===== config.mk =====
export PLATFORM = sky130hd
export DESIGN_NAME = hostBusGlue
export DESIGN_NICKNAME = d
export VERILOG_FILES = /design/src/verilog/hostBusPkg.sv /design/src/verilog/cycleDecoder.sv /design/src/verilog/targetAccess.sv /design/src/verilog/openBusLatch.sv /design/src/verilog/hostBusGlue.sv
export VERILOG_INCLUDE_DIRS = /design/src /design/src/verilog
export SDC_FILE = /design/constraint.sdc
export NUM_CORES = 1
export LEC_CHECK = 0
export ABC_CLOCK_PERIOD_IN_PS = 2900
export BUFFER_PORTS_ARGS = -buffer_cell sky130_fd_sc_hd__buf_4
export CAP_MARGIN = 20
export CORE_AREA = 2 2 147 149
export CTS_CLUSTER_DIAMETER = 120
export DETAILED_ROUTE_END_ITERATION = 10
export DIE_AREA = 0 0 149 151
export GPL_TIMING_DRIVEN = 0
export PLACE_DENSITY = 0.86
export RECOVER_POWER = 25
export SLEW_MARGIN = 20
export SYNTH_ARGS = -nofsm -noshare
export SYNTH_HDL_FRONTEND = slang
export SYNTH_SLANG_ARGS = --single-unit

===== constraint.sdc =====
create_clock -name CLK -period 2.9 [get_ports CLK]
set_input_delay 0.435 -clock CLK [delete_from_list [all_inputs] [get_ports CLK]]
set_output_delay 0.435 -clock CLK [all_outputs]
set_load 0.03 [all_outputs]

===== src/verilog/hostBus_settings.svh =====
`ifndef HOST_BUS_SETTINGS_SVH
`define HOST_BUS_SETTINGS_SVH

// Bus widths
`define HB_ADDR_W    25
`define HB_DATA_W    32
`define HB_LANES     4
`define HB_LANE_W    8
`define SMPC_ADDR_W  6

// Region select field, addr[24:20]
`define REG_SEL_HI   24
`define REG_SEL_LO   20
`define REG_ROM      5'd0
`define REG_SMPC     5'd1
`define REG_SRAM     5'd2
`define REG_RAML     5'd3
`define REG_OPEN_LO  5'd4
`define REG_OPEN_HI  5'd7
`define REG_SCU_LO   5'd8
`define REG_SCU_HI   5'd15
`define REG_RAMH_LO  5'd16
`define REG_RAMH_HI  5'd31

`endif


===== src/verilog/hostBusPkg.sv =====
`include "hostBus_settings.svh"

package hostBusPkg;

	typedef logic [`HB_DATA_W-1:0] hbWord;
	typedef logic [`HB_ADDR_W-1:0] hbAddr;
	typedef logic [`HB_LANES-1:0]  laneMaskN;  // Low = lane active

	typedef enum logic [2:0] {
		ROM,
		SMPC,
		SRAM,
		RAML,
		SCU,
		RAMH,
		OPEN
	} busRegion;

	// Take active lanes from newData, the rest from oldData
	function automatic hbWord laneMerge(input hbWord newData, input hbWord oldData,
	                                    input laneMaskN maskN);
		hbWord res;
		res = oldData;
		for (int i = 0; i < `HB_LANES; i++) begin
			if (!maskN[i])
				res[i*`HB_LANE_W +: `HB_LANE_W] = newData[i*`HB_LANE_W +: `HB_LANE_W];
		end
		return res;
	endfunction

endpackage


===== src/verilog/cycleDecoder.sv =====
`timescale 1ns/1ps
`include "hostBus_settings.svh"

module cycleDecoder import hostBusPkg::*; (
	input  logic     CLK,
	input  logic     RST_N,

	input  logic     req,
	output logic     ack,
	input  hbAddr    addr,
	input  logic     rd,
	input  laneMaskN dqmN,
	input  hbWord    wdata,
	output hbWord    rdata,
	input  logic     dbgPause,

	output logic     cycValid,
	output busRegion cycRegion,
	output hbAddr    cycAddr,
	output logic     cycRd,
	output laneMaskN cycDqmN,
	output hbWord    cycWdata,

	input  logic     doneValid,
	input  hbWord    doneData
);

	typedef enum logic [1:0] {
		IDLE,
		BUSY,
		ACKED
	} decState;

	decState state;
	logic    accept;

	function automatic busRegion decodeRegion(input hbAddr a);
		logic [`REG_SEL_HI-`REG_SEL_LO:0] sel;
		sel = a[`REG_SEL_HI:`REG_SEL_LO];
		case (sel) inside
			`REG_ROM:                       return ROM;
			`REG_SMPC:                      return SMPC;
			`REG_SRAM:                      return SRAM;
			`REG_RAML:                      return RAML;
			[`REG_OPEN_LO:`REG_OPEN_HI]:    return OPEN;
			[`REG_SCU_LO:`REG_SCU_HI]:      return SCU;
			[`REG_RAMH_LO:`REG_RAMH_HI]:    return RAMH;
			default:                        return OPEN;
		endcase
	endfunction

	assign accept = (state == IDLE) && req && !dbgPause;  // Held off while paused

	always_ff @(posedge CLK or negedge RST_N) begin
		if (!RST_N) begin
			state     <= IDLE;
			cycValid  <= 1'b0;
			ack       <= 1'b0;
			cycRegion <= OPEN;
			cycRd     <= 1'b0;
		end else begin
			cycValid <= 1'b0;
			case (state)
				IDLE: if (accept) begin
					cycValid  <= 1'b1;
					cycRegion <= decodeRegion(addr);
					cycRd     <= rd;
					state     <= BUSY;
				end
				BUSY: if (doneValid) begin
					ack   <= 1'b1;
					state <= ACKED;
				end
				ACKED: if (!req) begin  // Four-phase release
					ack   <= 1'b0;
					state <= IDLE;
				end
				default: state <= IDLE;
			endcase
		end
	end

	always_ff @(posedge CLK) begin
		if (accept) begin
			cycAddr  <= addr;
			cycDqmN  <= dqmN;
			cycWdata <= wdata;
		end
		if (doneValid)
			rdata <= doneData;
	end

	// Host must keep req up until the cycle is acknowledged
	assert property (@(posedge CLK) disable iff (!RST_N)
		(state == BUSY && !ack) |-> req);

endmodule


===== src/verilog/targetAccess.sv =====
`timescale 1ns/1ps
`include "hostBus_settings.svh"

module targetAccess import hostBusPkg::*; (
	input  logic                     CLK,
	input  logic                     RST_N,

	input  logic                     cycValid,
	input  busRegion                 cycRegion,
	input  hbAddr                    cycAddr,
	input  logic                     cycRd,
	input  laneMaskN                 cycDqmN,
	input  hbWord                    cycWdata,

	input  hbWord                    openBus,

	output logic                     rspValid,
	output logic                     rspRd,
	output laneMaskN                 rspDqmN,
	output hbWord                    rspData,

	output hbAddr                    memA,
	input  hbWord                    memDi,
	output hbWord                    memDo,
	output laneMaskN                 memDqmN,
	output logic                     memRd,
	output logic                     romCsN,
	output logic                     sramCsN,
	output logic                     ramlCsN,
	output logic                     ramhCsN,
	input  logic                     memWaitN,

	output logic                     smpcCsN,
	output logic                     smpcRwN,
	output logic [`SMPC_ADDR_W-1:0]  smpcA,
	output logic [7:0]               smpcDi,
	input  logic [7:0]               smpcDo,

	output logic                     scuCsN,
	output hbAddr                    scuA,
	output logic                     scuRdN,
	output hbWord                    scuDi,
	output laneMaskN                 scuDqmN,
	input  hbWord                    scuDo,
	input  logic                     scuWaitN
);

	logic  holding;  // Stretched by wait states
	logic  active;
	logic  memSel;
	logic  smpcSel;
	logic  scuSel;
	logic  waitOk;
	hbWord wrWord;
	hbWord rdWord;

	assign active  = cycValid | holding;
	assign memSel  = active && (cycRegion inside {ROM, SRAM, RAML, RAMH});
	assign smpcSel = active && (cycRegion == SMPC);
	assign scuSel  = active && (cycRegion == SCU);

	// Inactive lanes carry the open-bus value
	assign wrWord = laneMerge(cycWdata, openBus, cycDqmN);

	always_comb begin
		case (cycRegion)
			ROM, SRAM, RAML, RAMH: begin
				waitOk = memWaitN;
				rdWord = memDi;
			end
			SMPC: begin
				waitOk = 1'b1;  // Fixed single cycle
				rdWord = {16'h0000, 8'hFF, smpcDo};
			end
			SCU: begin
				waitOk = scuWaitN;
				rdWord = scuDo;
			end
			default: begin
				waitOk = 1'b1;
				rdWord = openBus;  // Unmapped
			end
		endcase
	end

	assign memA    = cycAddr;
	assign memDo   = wrWord;
	assign memDqmN = memSel ? cycDqmN : '1;
	assign memRd   = memSel && cycRd;
	assign romCsN  = !(active && cycRegion == ROM);
	assign sramCsN = !(active && cycRegion == SRAM);
	assign ramlCsN = !(active && cycRegion == RAML);
	assign ramhCsN = !(active && cycRegion == RAMH);

	assign smpcCsN = !smpcSel;
	assign smpcRwN = !(smpcSel && !cycRd);
	assign smpcA   = cycAddr[`SMPC_ADDR_W:1];
	assign smpcDi  = wrWord[7:0];  // Byte port on lane 0

	assign scuCsN  = !scuSel;
	assign scuA    = cycAddr;
	assign scuRdN  = !(scuSel && cycRd);
	assign scuDi   = wrWord;
	assign scuDqmN = scuSel ? cycDqmN : '1;

	always_ff @(posedge CLK or negedge RST_N) begin
		if (!RST_N) begin
			holding  <= 1'b0;
			rspValid <= 1'b0;
		end else begin
			rspValid <= active && waitOk;
			holding  <= active && !waitOk;
		end
	end

	always_ff @(posedge CLK) begin
		if (active && waitOk) begin
			rspRd   <= cycRd;
			rspDqmN <= cycDqmN;
			rspData <= cycRd ? rdWord : wrWord;
		end
	end

	// No new cycle arrives while a target is held
	assert property (@(posedge CLK) disable iff (!RST_N)
		holding |-> !cycValid);

endmodule


===== src/verilog/openBusLatch.sv =====
`timescale 1ns/1ps

module openBusLatch import hostBusPkg::*; (
	input  logic     CLK,
	input  logic     RST_N,

	input  logic     rspValid,
	input  logic     rspRd,
	input  laneMaskN rspDqmN,
	input  hbWord    rspData,

	output hbWord    openBus,

	output logic     doneValid,
	output hbWord    doneData
);

	hbWord openBusR;
	hbWord openBusNext;

	// Reads replace the whole word, writes only their active lanes
	always_comb begin
		openBusNext = openBusR;
		if (rspValid) begin
			if (rspRd)
				openBusNext = rspData;
			else
				openBusNext = laneMerge(rspData, openBusR, rspDqmN);
		end
	end

	always_ff @(posedge CLK or negedge RST_N) begin
		if (!RST_N) begin
			openBusR  <= '1;  // Floating bus reads high
			doneValid <= 1'b0;
		end else begin
			openBusR  <= openBusNext;
			doneValid <= rspValid;
		end
	end

	// Every cycle returns the bus value it leaves behind
	always_ff @(posedge CLK) begin
		if (rspValid)
			doneData <= openBusNext;
	end

	assign openBus = openBusR;

	// One response per host cycle
	assert property (@(posedge CLK) disable iff (!RST_N)
		rspValid |=> !rspValid);

endmodule


===== src/verilog/hostBusGlue.sv =====
`timescale 1ns/1ps
`include "hostBus_settings.svh"

module hostBusGlue import hostBusPkg::*; (
	input  logic                     CLK,
	input  logic                     RST_N,
	input  logic                     dbgPause,

	// Host
	input  logic                     req,
	output logic                     ack,
	input  hbAddr                    addr,
	input  logic                     rd,
	input  laneMaskN                 dqmN,
	input  hbWord                    wdata,
	output hbWord                    rdata,

	// External memory
	output hbAddr                    memA,
	input  hbWord                    memDi,
	output hbWord                    memDo,
	output laneMaskN                 memDqmN,
	output logic                     memRd,
	output logic                     romCsN,
	output logic                     sramCsN,
	output logic                     ramlCsN,
	output logic                     ramhCsN,
	input  logic                     memWaitN,

	// SMPC
	output logic                     smpcCsN,
	output logic                     smpcRwN,
	output logic [`SMPC_ADDR_W-1:0]  smpcA,
	output logic [7:0]               smpcDi,
	input  logic [7:0]               smpcDo,

	// SCU
	output logic                     scuCsN,
	output hbAddr                    scuA,
	output logic                     scuRdN,
	output hbWord                    scuDi,
	output laneMaskN                 scuDqmN,
	input  hbWord                    scuDo,
	input  logic                     scuWaitN
);

	logic     cycValid;
	busRegion cycRegion;
	hbAddr    cycAddr;
	logic     cycRd;
	laneMaskN cycDqmN;
	hbWord    cycWdata;

	logic     rspValid;
	logic     rspRd;
	laneMaskN rspDqmN;
	hbWord    rspData;

	hbWord    openBus;
	logic     doneValid;
	hbWord    doneData;

	cycleDecoder u_cycleDecoder (
		.CLK       (CLK),
		.RST_N     (RST_N),
		.req       (req),
		.ack       (ack),
		.addr      (addr),
		.rd        (rd),
		.dqmN      (dqmN),
		.wdata     (wdata),
		.rdata     (rdata),
		.dbgPause  (dbgPause),
		.cycValid  (cycValid),
		.cycRegion (cycRegion),
		.cycAddr   (cycAddr),
		.cycRd     (cycRd),
		.cycDqmN   (cycDqmN),
		.cycWdata  (cycWdata),
		.doneValid (doneValid),
		.doneData  (doneData)
	);

	targetAccess u_targetAccess (
		.CLK       (CLK),
		.RST_N     (RST_N),
		.cycValid  (cycValid),
		.cycRegion (cycRegion),
		.cycAddr   (cycAddr),
		.cycRd     (cycRd),
		.cycDqmN   (cycDqmN),
		.cycWdata  (cycWdata),
		.openBus   (openBus),
		.rspValid  (rspValid),
		.rspRd     (rspRd),
		.rspDqmN   (rspDqmN),
		.rspData   (rspData),
		.memA      (memA),
		.memDi     (memDi),
		.memDo     (memDo),
		.memDqmN   (memDqmN),
		.memRd     (memRd),
		.romCsN    (romCsN),
		.sramCsN   (sramCsN),
		.ramlCsN   (ramlCsN),
		.ramhCsN   (ramhCsN),
		.memWaitN  (memWaitN),
		.smpcCsN   (smpcCsN),
		.smpcRwN   (smpcRwN),
		.smpcA     (smpcA),
		.smpcDi    (smpcDi),
		.smpcDo    (smpcDo),
		.scuCsN    (scuCsN),
		.scuA      (scuA),
		.scuRdN    (scuRdN),
		.scuDi     (scuDi),
		.scuDqmN   (scuDqmN),
		.scuDo     (scuDo),
		.scuWaitN  (scuWaitN)
	);

	openBusLatch u_openBusLatch (
		.CLK       (CLK),
		.RST_N     (RST_N),
		.rspValid  (rspValid),
		.rspRd     (rspRd),
		.rspDqmN   (rspDqmN),
		.rspData   (rspData),
		.openBus   (openBus),
		.doneValid (doneValid),
		.doneData  (doneData)
	);

endmodule


---- Yosys cells after proc, flatten, opt, wreduce, memory -nomap -nowiden ----
Cells that the tools add are included.
operators by class
  reduce and logical (&&, ||, !) cells .... 37
  shifts and indexed selects .............. 0
  multiplexer cells ....................... 31
  order comparisons ....................... 6
  divide/modulo/power cells ............... 0
  $add $sub $neg .......................... 0
  multipliers ............................. 0
  eq/ne operators ......................... 13
  bitwise operators ....................... 1
operators with widths
  cell                count
  $mux 32             3
  $pmux 32 s3         1
  $mux 8              8
  $mux 3              6
  $logic_and 1x1->1   17
  $logic_not 1->1     11
  $eq 5x2->1 const B  2
  $mux 2              4
  $mux 4              2
  $eq 3x2->1 const B  2
  $eq 3x3->1 const B  2
  $pmux 2 s3          1
  $reduce_and 3->1    2
  $eq 5x1->1 const B  1
  $ge 5x3->1 const B  1
  $ge 5x4->1 const B  1
  $ge 5x5->1 const B  1
  $le 5x3->1 const B  1
  $le 5x4->1 const B  1
  $le 5x5->1 const B  1
  $logic_not 5->1     1
  $mux 1              4
  $ne 2x1->1 const B  2
  $pmux 1 s2          2
  11 further kinds    11
word-level totals
  word-level logic and storage cells ...... 105
  latch bits .............................. 0
  bits in writable memories ............... 0
  output and inout port bits .............. 178
  memories kept ........................... 0
  flip-flop bits (word level) ............. 205
  bits in read-only memories .............. 0

---- Logic depth before layout (Yosys ltp) ----
Gate-level depths: netlist of run 1.
  word-level depth ........................ 9
  depth in mapped cells ................... 6
  mapped depth without buffers ............ 3

---- By module ----
Synthesis of run 1 repeated with hierarchy kept, for this count alone.
second synthesis, totals
  cells, all modules ...................... 649
  area, all modules ....................... 9440.3 µm²
by module, submodules not included
  module        instances  cells an instance  area an instance (µm²)
  targetAccess  1          421                4048.9
  cycleDecoder  1          122                3135.5
  openBusLatch  1          106                2255.9

---- Least setup slack after synthesis of run 1 ----
OpenSTA, ideal clock, no wires.
  path type ............................... register to register
  start point ............................. register u_cycleDecoder.state[1]
  end point ............................... register u_cycleDecoder.cycAddr[0] (enable)
  slack ................................... -0.218 ns
  setup time .............................. 0.455 ns
  buffers on the path ..................... 0
  clock period less this slack ............ 3.118 ns
  stages on the path, launching flop included .. 2
  arrival time ............................ 2.663 ns
  path through ............................ dfrtp_1 -> nor4b_4
on the way
  cells in the longest elaborated chain, start to end .. 3
RTL lines
  item                             RTL line            source
  start, declared                  cycleDecoder.sv:34  decState state;
  start signal, assigned           cycleDecoder.sv:56  state <= IDLE;
  start signal, assigned           cycleDecoder.sv:68  state <= BUSY;
  start signal, assigned           cycleDecoder.sv:72  state <= ACKED;
  $logic_not 2->1                  cycleDecoder.sv:52  assign accept = (state == IDLE) && req && !dbgPause;
  $logic_and 1x1->1 (2 in series)  cycleDecoder.sv:52
  via u_cycleDecoder.accept        cycleDecoder.sv:35  logic accept;
  end signal, assigned             cycleDecoder.sv:85  cycAddr <= addr;
  end, declared                    cycleDecoder.sv:19  output hbAddr cycAddr,
The timed path passes the listed nets, and every way through them passes these cells.
A chain may end at the register's enable or synchronous reset.

---- Final worst setup path of run 1 ----
  start point ............................. register u_cycleDecoder.cycValid
  end point ............................... output port scuRdN
on the way
  cells in the longest elaborated chain, start to end .. 4
RTL lines
  item                    RTL line             source
  start, declared         cycleDecoder.sv:17   output logic cycValid,
  start signal, assigned  cycleDecoder.sv:57   cycValid <= 1'b0;
  start signal, assigned  cycleDecoder.sv:62   cycValid <= 1'b0;
  start signal, assigned  cycleDecoder.sv:65   cycValid <= 1'b1;
  $or 1x1->1              targetAccess.sv:57   assign active = cycValid | holding;
  $logic_and 1x1->1       targetAccess.sv:60   assign scuSel = active && (cycRegion == SCU);
  $logic_and 1x1->1       targetAccess.sv:102  assign scuRdN = !(scuSel && cycRd);
  $logic_not 1->1         targetAccess.sv:102
  end, declared           hostBusGlue.sv:40    output logic scuRdN,
No other way between the ends.

==> reports/results.md, run 1 <==
### Critical path
* endpoint arrival time on the critical path: 2.27 ns
* ordered list of cells on the worst path: or2_2, clkbuf_1, and3_1, nand2_1, buf_4
* delay of the slowest cell on the worst path: 0.49 ns
* cell with the largest stage delay on the worst path: sky130_fd_sc_hd__clkbuf_1
* startpoint class of the critical path: flop
* required time of the critical path: 2.47 ns
* largest fanout of any net on the critical path: 10
* crit end category: output pin
* Worst Path Class, Setup: flop to output pin

### Yosys
* XOR/XNOR Fraction of Synth Area: 0.172%
* commonest cells in the synthesized netlist: sky130_fd_sc_hd__edfxtp_1, sky130_fd_sc_hd__buf_4, sky130_fd_sc_hd__mux2_2
* EDFF count, synth: 162
* mapped cell area: 9470 um^2
* total nets after synthesis: 832
* most frequently used flop master after synthesis: sky130_fd_sc_hd__edfxtp_1
* average instance area after synthesis: 13.7 um^2
* dominant cell by count in the synthesized netlist: sky130_fd_sc_hd__edfxtp_1
* largest cells by area after synthesis: sky130_fd_sc_hd__edfxtp_1, sky130_fd_sc_hd__dfstp_2, sky130_fd_sc_hd__mux2_2, sky130_fd_sc_hd__buf_4, sky130_fd_sc_hd__dfrtp_1
* Post-synth ARST share: 21.0%
* synthesized instance count: 692
* synthesis warning total: 0
* sequential cell area fraction in the yosys report: 63.2%
* Yosys reg bits: 205
* Adder-Cell Fraction of Synth Area: 0%
* Netlist cell types: 43
* dominant combinational cell family by area after synthesis: simple AND/OR/NAND/NOR gates
* simple logic cell fraction of the synthesized area: 9.70%
* cell type with the highest aggregate area in the netlist: sky130_fd_sc_hd__edfxtp_1
* Synth Area in Compound Gates: 9.56%
* multiplexer share of the synthesized area: 8.52%
* share of the synthesized area in the top cell type: 51.4%

### Placed design
* placer's final routability congestion estimate: 0.808
* post-detailed-placement half-perimeter wirelength: 21.2 mm
* Port Buffers: 317

### Floorplanning
* Die H: 151 um
* die area: 22,500 um^2
* standard-cell row count: 53
* io pins: 318
* die span in x: 149 um
* starting utilization of the core area: 45.5%
* placeable core area: 20,800 um^2

### Timing
* highest clock frequency the design can meet: 0.369 GHz
* setup repair after global routing missed its margin: no
* final worst path period need: 2.71 ns
* normalized max-slew margin: 10.0%
* total count of max-transition violations in the final report: 0
* final count of hold timing violations: 0
* worst slew pin tran: 1.35 ns
* share of the clock period used by the worst path: 93.3%
* final-layout setup total negative slack: 0 ns
* setup skew after layout: 0.00799 ns
* # setup viols final: 0

### Global route
* initial antenna violation count: 1
* total routing resource utilization after global routing: 25.4%
* total overflow reported by the global router: 0
* vias in the first global route: 7,517
* wire length of the first global-routing pass: 42.7 mm
* maximum number of pins on one net before global-route repair: 44

### Clock tree
* clock edge transition at the registers on the reported setup and hold paths: 0.06 ns
* clk root buf: sky130_fd_sc_hd__clkbuf_16
* post-cts resize count: 0
* count of buffers added by post-CTS timing repair for setup: 0
* clock net sink count: 205
* Clk Latency, worst-skew pair: 0.51 ns
* TritonCTS clock tree: yes
* clock buffers created by TritonCTS: 23
* buffer depth of the longest clock path: 3
* total number of H-tree levels: 1

### Route
* DRC marker count from the first detailed-route iteration: 527
* total detailed-routing wirelength: 29.5 mm
* vias after detailed routing: 7,343
* post-route ant nets: 0
* detailed-route wire length per cell: 22.0 um
* first drt pass iteration count: 5
* via density per instance: 5.48
* Post-route DRC: 0

### Final layout
* signed area change from the synthesized netlist to the final layout: 38.0%
* fin util: 62.8%
* fraction of layout instances using a drive strength above 1: 53.0%
* Total Nets Final: 1,185

### Outcome
* run status: complete, no violations

### Power and ir drop
* Total Power Consumption: 14.1 mW
* leakage power summed over all cells: 5.24 nW
* Worst IR Drop VDD: 0.000531 V
* power density over cell area: 1080 nW/um^2

### Min path
* worst hold path class: input port to flop

### Run
* number of max-cap violations: 0

==> power breakdown <==
group          total, mW  switching (mW)  internal, mW
combinational       6.28            3.76          2.52
clock               2.85            1.15          1.70
sequential          4.97           0.462          4.50
total               14.1            5.38          8.73
==> area by class of cell <==
cell class | instances | area, um^2
Tap cell | 275 | 344
Inverter | 7 | 26.3
Timing Repair Buffer | 328 | 2510
Multi-Input combinational cell | 363 | 2650
Clock buffer | 34 | 637
Fill cell | 1602 | 7750
Antenna cell | 3 | 7.51
Buffer | 117 | 811
Clock inverter | 8 | 96.3
Sequential cell | 205 | 5980
==> layer usage <==
metal	up-vias	wire (um)	track usage (%)
met5	-	0	0
met4	0	899	10.0
met3	65	2690	5.12
met2	437	15200	45.8
met1	3603	10700	29.9
li1	3238	-	-
==> cell families after synthesis <==
group                  count (synthesis)
AND/OR/NAND/NOR                      166
flip-flops                           205
XOR/XNOR                               1
buffers and inverters                124
multiplexers                          72
AO/OA/AOI/OAI                        124
==> worst paths after layout <==
| check | slack [ns] | cells after the start | startpoint | end |
|---|---|---|---|---|
| min in group asynchronous | 0.78 | 2 | RST_N | u_cycleDecoder.state[0]$_DFFE_PN0P_ |
| hold / removal | 0.12 | 1 | addr[5] | u_cycleDecoder.cycAddr[5]$_DFFE_PP_ |
| max in group asynchronous | 1.30 | 2 | RST_N | u_cycleDecoder.cycRegion[0]$_DFFE_PN0P_ |
| setup reg to reg | 0.54 | 6 | u_cycleDecoder.cycRegion[2]$_DFFE_PN1P_ | u_targetAccess.rspData[9]$_DFFE_PP_ |
| hold reg to reg | 0.42 | 0 | u_openBusLatch.doneData[6]$_DFFE_PP_ | u_cycleDecoder.rdata[6]$_DFFE_PP_ |
| setup / recovery | 0.19 | 5 | u_cycleDecoder.cycValid$_DFF_PN0_ | scuRdN |
==> sequential cells by signal, indices dropped and copies added, names as in the netlist <==
signal / flops
u_cycleDecoder.ack: 1
u_cycleDecoder.cycAddr: 25
u_cycleDecoder.cycDqmN: 4
u_cycleDecoder.cycRd: 1
u_cycleDecoder.cycRegion: 3
u_cycleDecoder.cycValid: 1
u_cycleDecoder.cycWdata: 32
u_cycleDecoder.rdata: 32
u_cycleDecoder.state: 2
u_openBusLatch.doneData: 32
u_openBusLatch.doneValid: 1
u_openBusLatch.openBus: 32
u_targetAccess.holding: 1
u_targetAccess.rspData: 32
u_targetAccess.rspDqmN: 4
u_targetAccess.rspRd: 1
u_targetAccess.rspValid: 1
==> critical path: cells and delay by family, from the launching register on <==
kind | cells | cell delay [ns]
flops | 1 | 0.35
simple gates | 3 | 0.72
buf+inv | 2 | 0.69
==> metrics by stage <==
step / setup slack, ns / hold WS [ns] / instances / instance area, um^2
finish: 0.193 / 0.122 / 1340 / 13100
global route: 0.160 / 0.103 / 1338 / 13100
CTS: 0.201 / 0.0841 / 1337 / 13100
detailed placement: 0.533 / 0.405 / 1294 / 12300
global placement: -2.04 / 0.401 / 1284 / 12200
floorplan: -0.206 / 0.139 / 692 / 9470
==> timing repair <==
item | 4_1_cts | 5_1_grt
hold buffers | 1 | 0
setup endpoints to repair | 0 | 0
endpoints found under the hold margin | 9 | 0
==> cell usage in the layout (no fill, tap or decap), types with 6 or more instances in the layout <==
cell / Yosys / layout
sky130_fd_sc_hd__nand2b_1: 6 / 6
sky130_fd_sc_hd__a32oi_1: 16 / 16
sky130_fd_sc_hd__mux2_2: 56 / 56
sky130_fd_sc_hd__nand3b_1: 27 / 27
sky130_fd_sc_hd__clkbuf_4: 0 / 57
sky130_fd_sc_hd__buf_6: 7 / 11
sky130_fd_sc_hd__a31o_1: 16 / 16
sky130_fd_sc_hd__dfrtp_1: 9 / 9
sky130_fd_sc_hd__buf_2: 17 / 17
sky130_fd_sc_hd__buf_4: 79 / 337
sky130_fd_sc_hd__a21oi_1: 24 / 24
sky130_fd_sc_hd__a32o_1: 11 / 11
sky130_fd_sc_hd__nor3b_1: 15 / 15
sky130_fd_sc_hd__clkbuf_1: 13 / 26
sky130_fd_sc_hd__a31oi_1: 16 / 16
sky130_fd_sc_hd__o21ai_0: 14 / 14
sky130_fd_sc_hd__edfxtp_1: 162 / 162
sky130_fd_sc_hd__clkbuf_16: 0 / 23
sky130_fd_sc_hd__nor2b_1: 8 / 8
sky130_fd_sc_hd__nor2_1: 42 / 42
sky130_fd_sc_hd__or3_1: 8 / 8
sky130_fd_sc_hd__dfstp_2: 34 / 34
sky130_fd_sc_hd__nor3_1: 9 / 9
sky130_fd_sc_hd__nand2_1: 31 / 31
sky130_fd_sc_hd__inv_1: 7 / 7
sky130_fd_sc_hd__mux2_1: 13 / 13
(Power assumes the default switching activity.)
==> run 2: changes to the inputs <==
--- a/config.mk
+++ b/config.mk
@@ -9,14 +9,16 @@
 export ABC_CLOCK_PERIOD_IN_PS = 2900
 export BUFFER_PORTS_ARGS = -buffer_cell sky130_fd_sc_hd__buf_4
 export CAP_MARGIN = 20
-export CORE_AREA = 2 2 147 149
+export CORE_AREA = 2 2 145 147
+export CTS_BUF_LIST = sky130_fd_sc_hd__clkbuf_4 sky130_fd_sc_hd__clkbuf_8
 export CTS_CLUSTER_DIAMETER = 120
 export DETAILED_ROUTE_END_ITERATION = 10
-export DIE_AREA = 0 0 149 151
+export DIE_AREA = 0 0 147 149
 export GPL_TIMING_DRIVEN = 0
-export PLACE_DENSITY = 0.86
+export PLACE_DENSITY = 0.88
 export RECOVER_POWER = 25
 export SLEW_MARGIN = 20
 export SYNTH_ARGS = -nofsm -noshare
 export SYNTH_HDL_FRONTEND = slang
+export SYNTH_HIERARCHICAL = 1
 export SYNTH_SLANG_ARGS = --single-unit
==> reports/results.md, run 2 <==
### Clock tree
* Clk Latency, worst-skew pair: 0.51 ns, about the same
* clk root buf: sky130_fd_sc_hd__clkbuf_8, was sky130_fd_sc_hd__clkbuf_16
* clock net sink count: 205, unchanged
* total number of H-tree levels: 2, was 1
* clock buffers created by TritonCTS: 37, was 23
* TritonCTS clock tree: yes, unchanged
* count of buffers added by post-CTS timing repair for setup: 0, unchanged
* clock edge transition at the registers on the reported setup and hold paths: 0.06 ns, about the same
* buffer depth of the longest clock path: 3, unchanged

### Timing
* normalized max-slew margin: 19.9%, was 10.0%
* final worst path period need: 2.82 ns, was 2.71 ns
* worst slew pin tran: 1.20 ns, was 1.35 ns
* final-layout setup total negative slack: 0 ns, unchanged
* setup skew after layout: 0.0285 ns, was 0.00799 ns
* # setup viols final: 0, unchanged
* share of the clock period used by the worst path: 97.1%, was 93.3%
* final count of hold timing violations: 0, unchanged
* highest clock frequency the design can meet: 0.355 GHz, was 0.369 GHz
* worst hold slack: 0.114 ns, was 0.122 ns
* total count of max-transition violations in the final report: 0, unchanged
* setup repair after global routing missed its margin: no, unchanged

### Yosys
* synthesized instance count: 649, was 692
* dominant cell by count in the synthesized netlist: sky130_fd_sc_hd__edfxtp_1, unchanged
* cell type with the highest aggregate area in the netlist: sky130_fd_sc_hd__edfxtp_1, unchanged
* Yosys reg bits: 205, unchanged
* average instance area after synthesis: 14.5 um^2, was 13.7 um^2
* synthesis warning total: 6, was 0
* sequential cell area fraction in the yosys report: 63.4%, was 63.2%
* Netlist cell types: 41, was 43
* Post-synth ARST share: 21.0%, unchanged
* total nets after synthesis: 789, was 832
* commonest cells in the synthesized netlist: sky130_fd_sc_hd__edfxtp_1, sky130_fd_sc_hd__buf_4, sky130_fd_sc_hd__mux2_2, unchanged
* share of the synthesized area in the top cell type: 51.5%, was 51.4%
* most frequently used flop master after synthesis: sky130_fd_sc_hd__edfxtp_1, unchanged
* EDFF count, synth: 162, unchanged
* mapped cell area: 9440 um^2, was 9470 um^2
* largest cells by area after synthesis: sky130_fd_sc_hd__edfxtp_1, sky130_fd_sc_hd__mux2_2, sky130_fd_sc_hd__dfstp_2, sky130_fd_sc_hd__buf_4, sky130_fd_sc_hd__mux2i_1, was sky130_fd_sc_hd__edfxtp_1, sky130_fd_sc_hd__dfstp_2, sky130_fd_sc_hd__mux2_2, sky130_fd_sc_hd__buf_4, sky130_fd_sc_hd__dfrtp_1

### Critical path
* delay of the slowest cell on the worst path: 0.64 ns, was 0.49 ns
* most frequent cell on the critical path: sky130_fd_sc_hd__buf_6
* ordered list of cells on the worst path: buf_6, buf_6, nor3_2, nand2b_1, buf_4, was or2_2, clkbuf_1, and3_1, nand2_1, buf_4
* Top Family by Delay on Critical Path: simple AND/OR/NAND/NOR gates, unchanged
* Worst Path Class, Setup: flop to output pin, unchanged
* endpoint arrival time on the critical path: 2.38 ns, was 2.27 ns
* crit end category: output pin, unchanged
* cell with the largest stage delay on the worst path: sky130_fd_sc_hd__nor3_2, was sky130_fd_sc_hd__clkbuf_1
* startpoint class of the critical path: flop, unchanged
* largest fanout of any net on the critical path: 10, unchanged
* Worst Path Buf+Inv: 3, was 2
* required time of the critical path: 2.47 ns, about the same

### Route
* first drt pass iteration count: 8, was 5
* via density per instance: 5.26, was 5.48
* detailed-route wire length per cell: 20.7 um, was 22.0 um
* post-route ant nets: 0, unchanged
* total detailed-routing wirelength: 27.2 mm, was 29.5 mm
* vias after detailed routing: 6,920, was 7,343
* DRC marker count from the first detailed-route iteration: 475, was 527
* Post-route DRC: 0, unchanged

### Final layout
* antenna cell count: 0, was 3
* most common cell after layout, fill and taps aside: sky130_fd_sc_hd__buf_4, unchanged
* signed area change from the synthesized netlist to the final layout: 39.3%, was 38.0%
* most frequent cells in the layout: sky130_fd_sc_hd__buf_4, sky130_fd_sc_hd__edfxtp_1, sky130_fd_sc_hd__mux2_2, was sky130_fd_sc_hd__buf_4, sky130_fd_sc_hd__edfxtp_1, sky130_fd_sc_hd__clkbuf_4
* final-layout fill cell count: 1,515, was 1,602
* Total Nets Final: 1,155, was 1,185
* fraction of layout instances using a drive strength above 1: 62.3%, was 53.0%

### Power and ir drop
* Flop pwr share: 34.8%, was 35.2%
* power density over cell area: 1080 nW/um^2, about the same
* power share of the combinational group: 43.8%, was 44.6%
* P_int: 8.93 mW, was 8.73 mW
* switching part of the total power: 37.4%, was 38.1%
* Worst IR Drop VDD: 0.000490 V, was 0.000531 V
* net load switching power: 5.33 mW, was 5.38 mW
* leakage power summed over all cells: 5.45 nW, was 5.24 nW
* share of power burned in the clock network: 21.4%, was 20.2%

### Global route
* vias in the first global route: 7,194, was 7,517
* initial antenna violation count: 0, was 1
* total routing resource utilization after global routing: 24.1%, was 25.4%
* maximum number of pins on one net before global-route repair: 44, unchanged
* total overflow reported by the global router: 0, unchanged
* wire length of the first global-routing pass: 40.1 mm, was 42.7 mm

### Floorplanning
* starting utilization of the core area: 45.9%, was 45.5%
* Die H: 149 um, was 151 um
* placeable core area: 20,600 um^2, was 20,800 um^2
* die span in x: 147 um, was 149 um
* io pins: 318, unchanged
* standard-cell row count: 53, unchanged
* die area: 21,900 um^2, was 22,500 um^2

### Min path
* worst hold path class: input port to flop, unchanged

### Placed design
* placer's final routability congestion estimate: 0.871, was 0.808
* post-detailed-placement half-perimeter wirelength: 19.5 mm, was 21.2 mm
* Port Buffers: 317, unchanged

### Outcome
* run status: complete, no violations, unchanged

### Run
* number of max-cap violations: 0, unchanged

## run 2: layout make-up
class,instances,area (um^2),share of cell area [%]
Buffer,132,931,7.08
Clock buffer,57,734,5.58
Clock inverter,8,116,0.885
Inverter,6,22.5,0.171
Multi-Input combinational cell,306,2520,19.2
Sequential cell,205,5980,45.5
Tap cell,275,344,2.62
Timing Repair Buffer,327,2500,19.0
## run 2: cell families after synthesis
logic type / count (synthesis) / synth area share [%]
muxes: 115 / 13.4
DFF: 205 / 63.4
xor gates and xnor gates: 1 / 0.0928
AOI/OAI and AO/OA: 84 / 6.96
buffers and inverters: 138 / 10.0
and+or+nand+nor: 106 / 6.12
## run 2: per-stage QoR
stage	cells	util [%]	power, mW	setup slack, ns	area (um^2)
6_report	1316	64.0	14.3	0.0829	13200
5_1_grt	1316	64.0	14.8	0.00244	13200
4_1_cts	1316	64.1	14.3	0.00863	13200
3_5_place_dp	1250	59.9	11.2	0.393	12300
3_3_place_gp	1241	59.2	10.9	-1.71	12200
2_1_floorplan	649	-	8.92	-0.325	9440
## run 2: what timing repair did
action                     in CTS  in global routing
hold endpoints to repair        9                  0
pin swaps                       0                  0
setup endpoints to repair       6                  3
resized for setup               2                  5
hold buffers                    1                  0
## run 2: per-layer routing
layer | up-vias | GRT usage, % | wire (um)
met2 | 398 | 43.1 | 14300
met4 | 0 | 11.3 | 1010
li1 | 3065 | - | -
met3 | 76 | 4.95 | 1940
met1 | 3381 | 28.0 | 9920
met5 | - | 0 | 0
## run 2: power by group through the flow
stage | sequential [mW] | combinational, mW | clock [mW]
2_1_floorplan | 5.08 | 3.83 | 0
3_3_place_gp | 5.06 | 5.83 | 0
3_5_place_dp | 5.01 | 6.17 | 0
4_1_cts | 4.96 | 6.23 | 3.11
5_1_grt | 5.05 | 6.56 | 3.23
6_report | 4.96 | 6.25 | 3.05
## run 2: final timing paths
kind	startpoint	endpoint	slack [ns]	cells past startpoint
max in group asynchronous	RST_N	u_cycleDecoder/cycRegion[0]$_DFFE_PN0P_	1.44	2
min in group asynchronous	RST_N	u_cycleDecoder/state[0]$_DFFE_PN0P_	0.72	2
hold / removal	wdata[3]	u_cycleDecoder/cycWdata[3]$_DFFE_PP_	0.11	1
hold reg to reg	u_openBusLatch/doneData[28]$_DFFE_PP_	u_cycleDecoder/rdata[28]$_DFFE_PP_	0.41	0
setup reg to reg	u_cycleDecoder/state[0]$_DFFE_PN0P_	u_cycleDecoder/cycRegion[1]$_DFFE_PN1P_	0.48	5
setup / recovery	u_cycleDecoder/cycRegion[0]$_DFFE_PN0P_	scuDqmN[3]	0.08	5
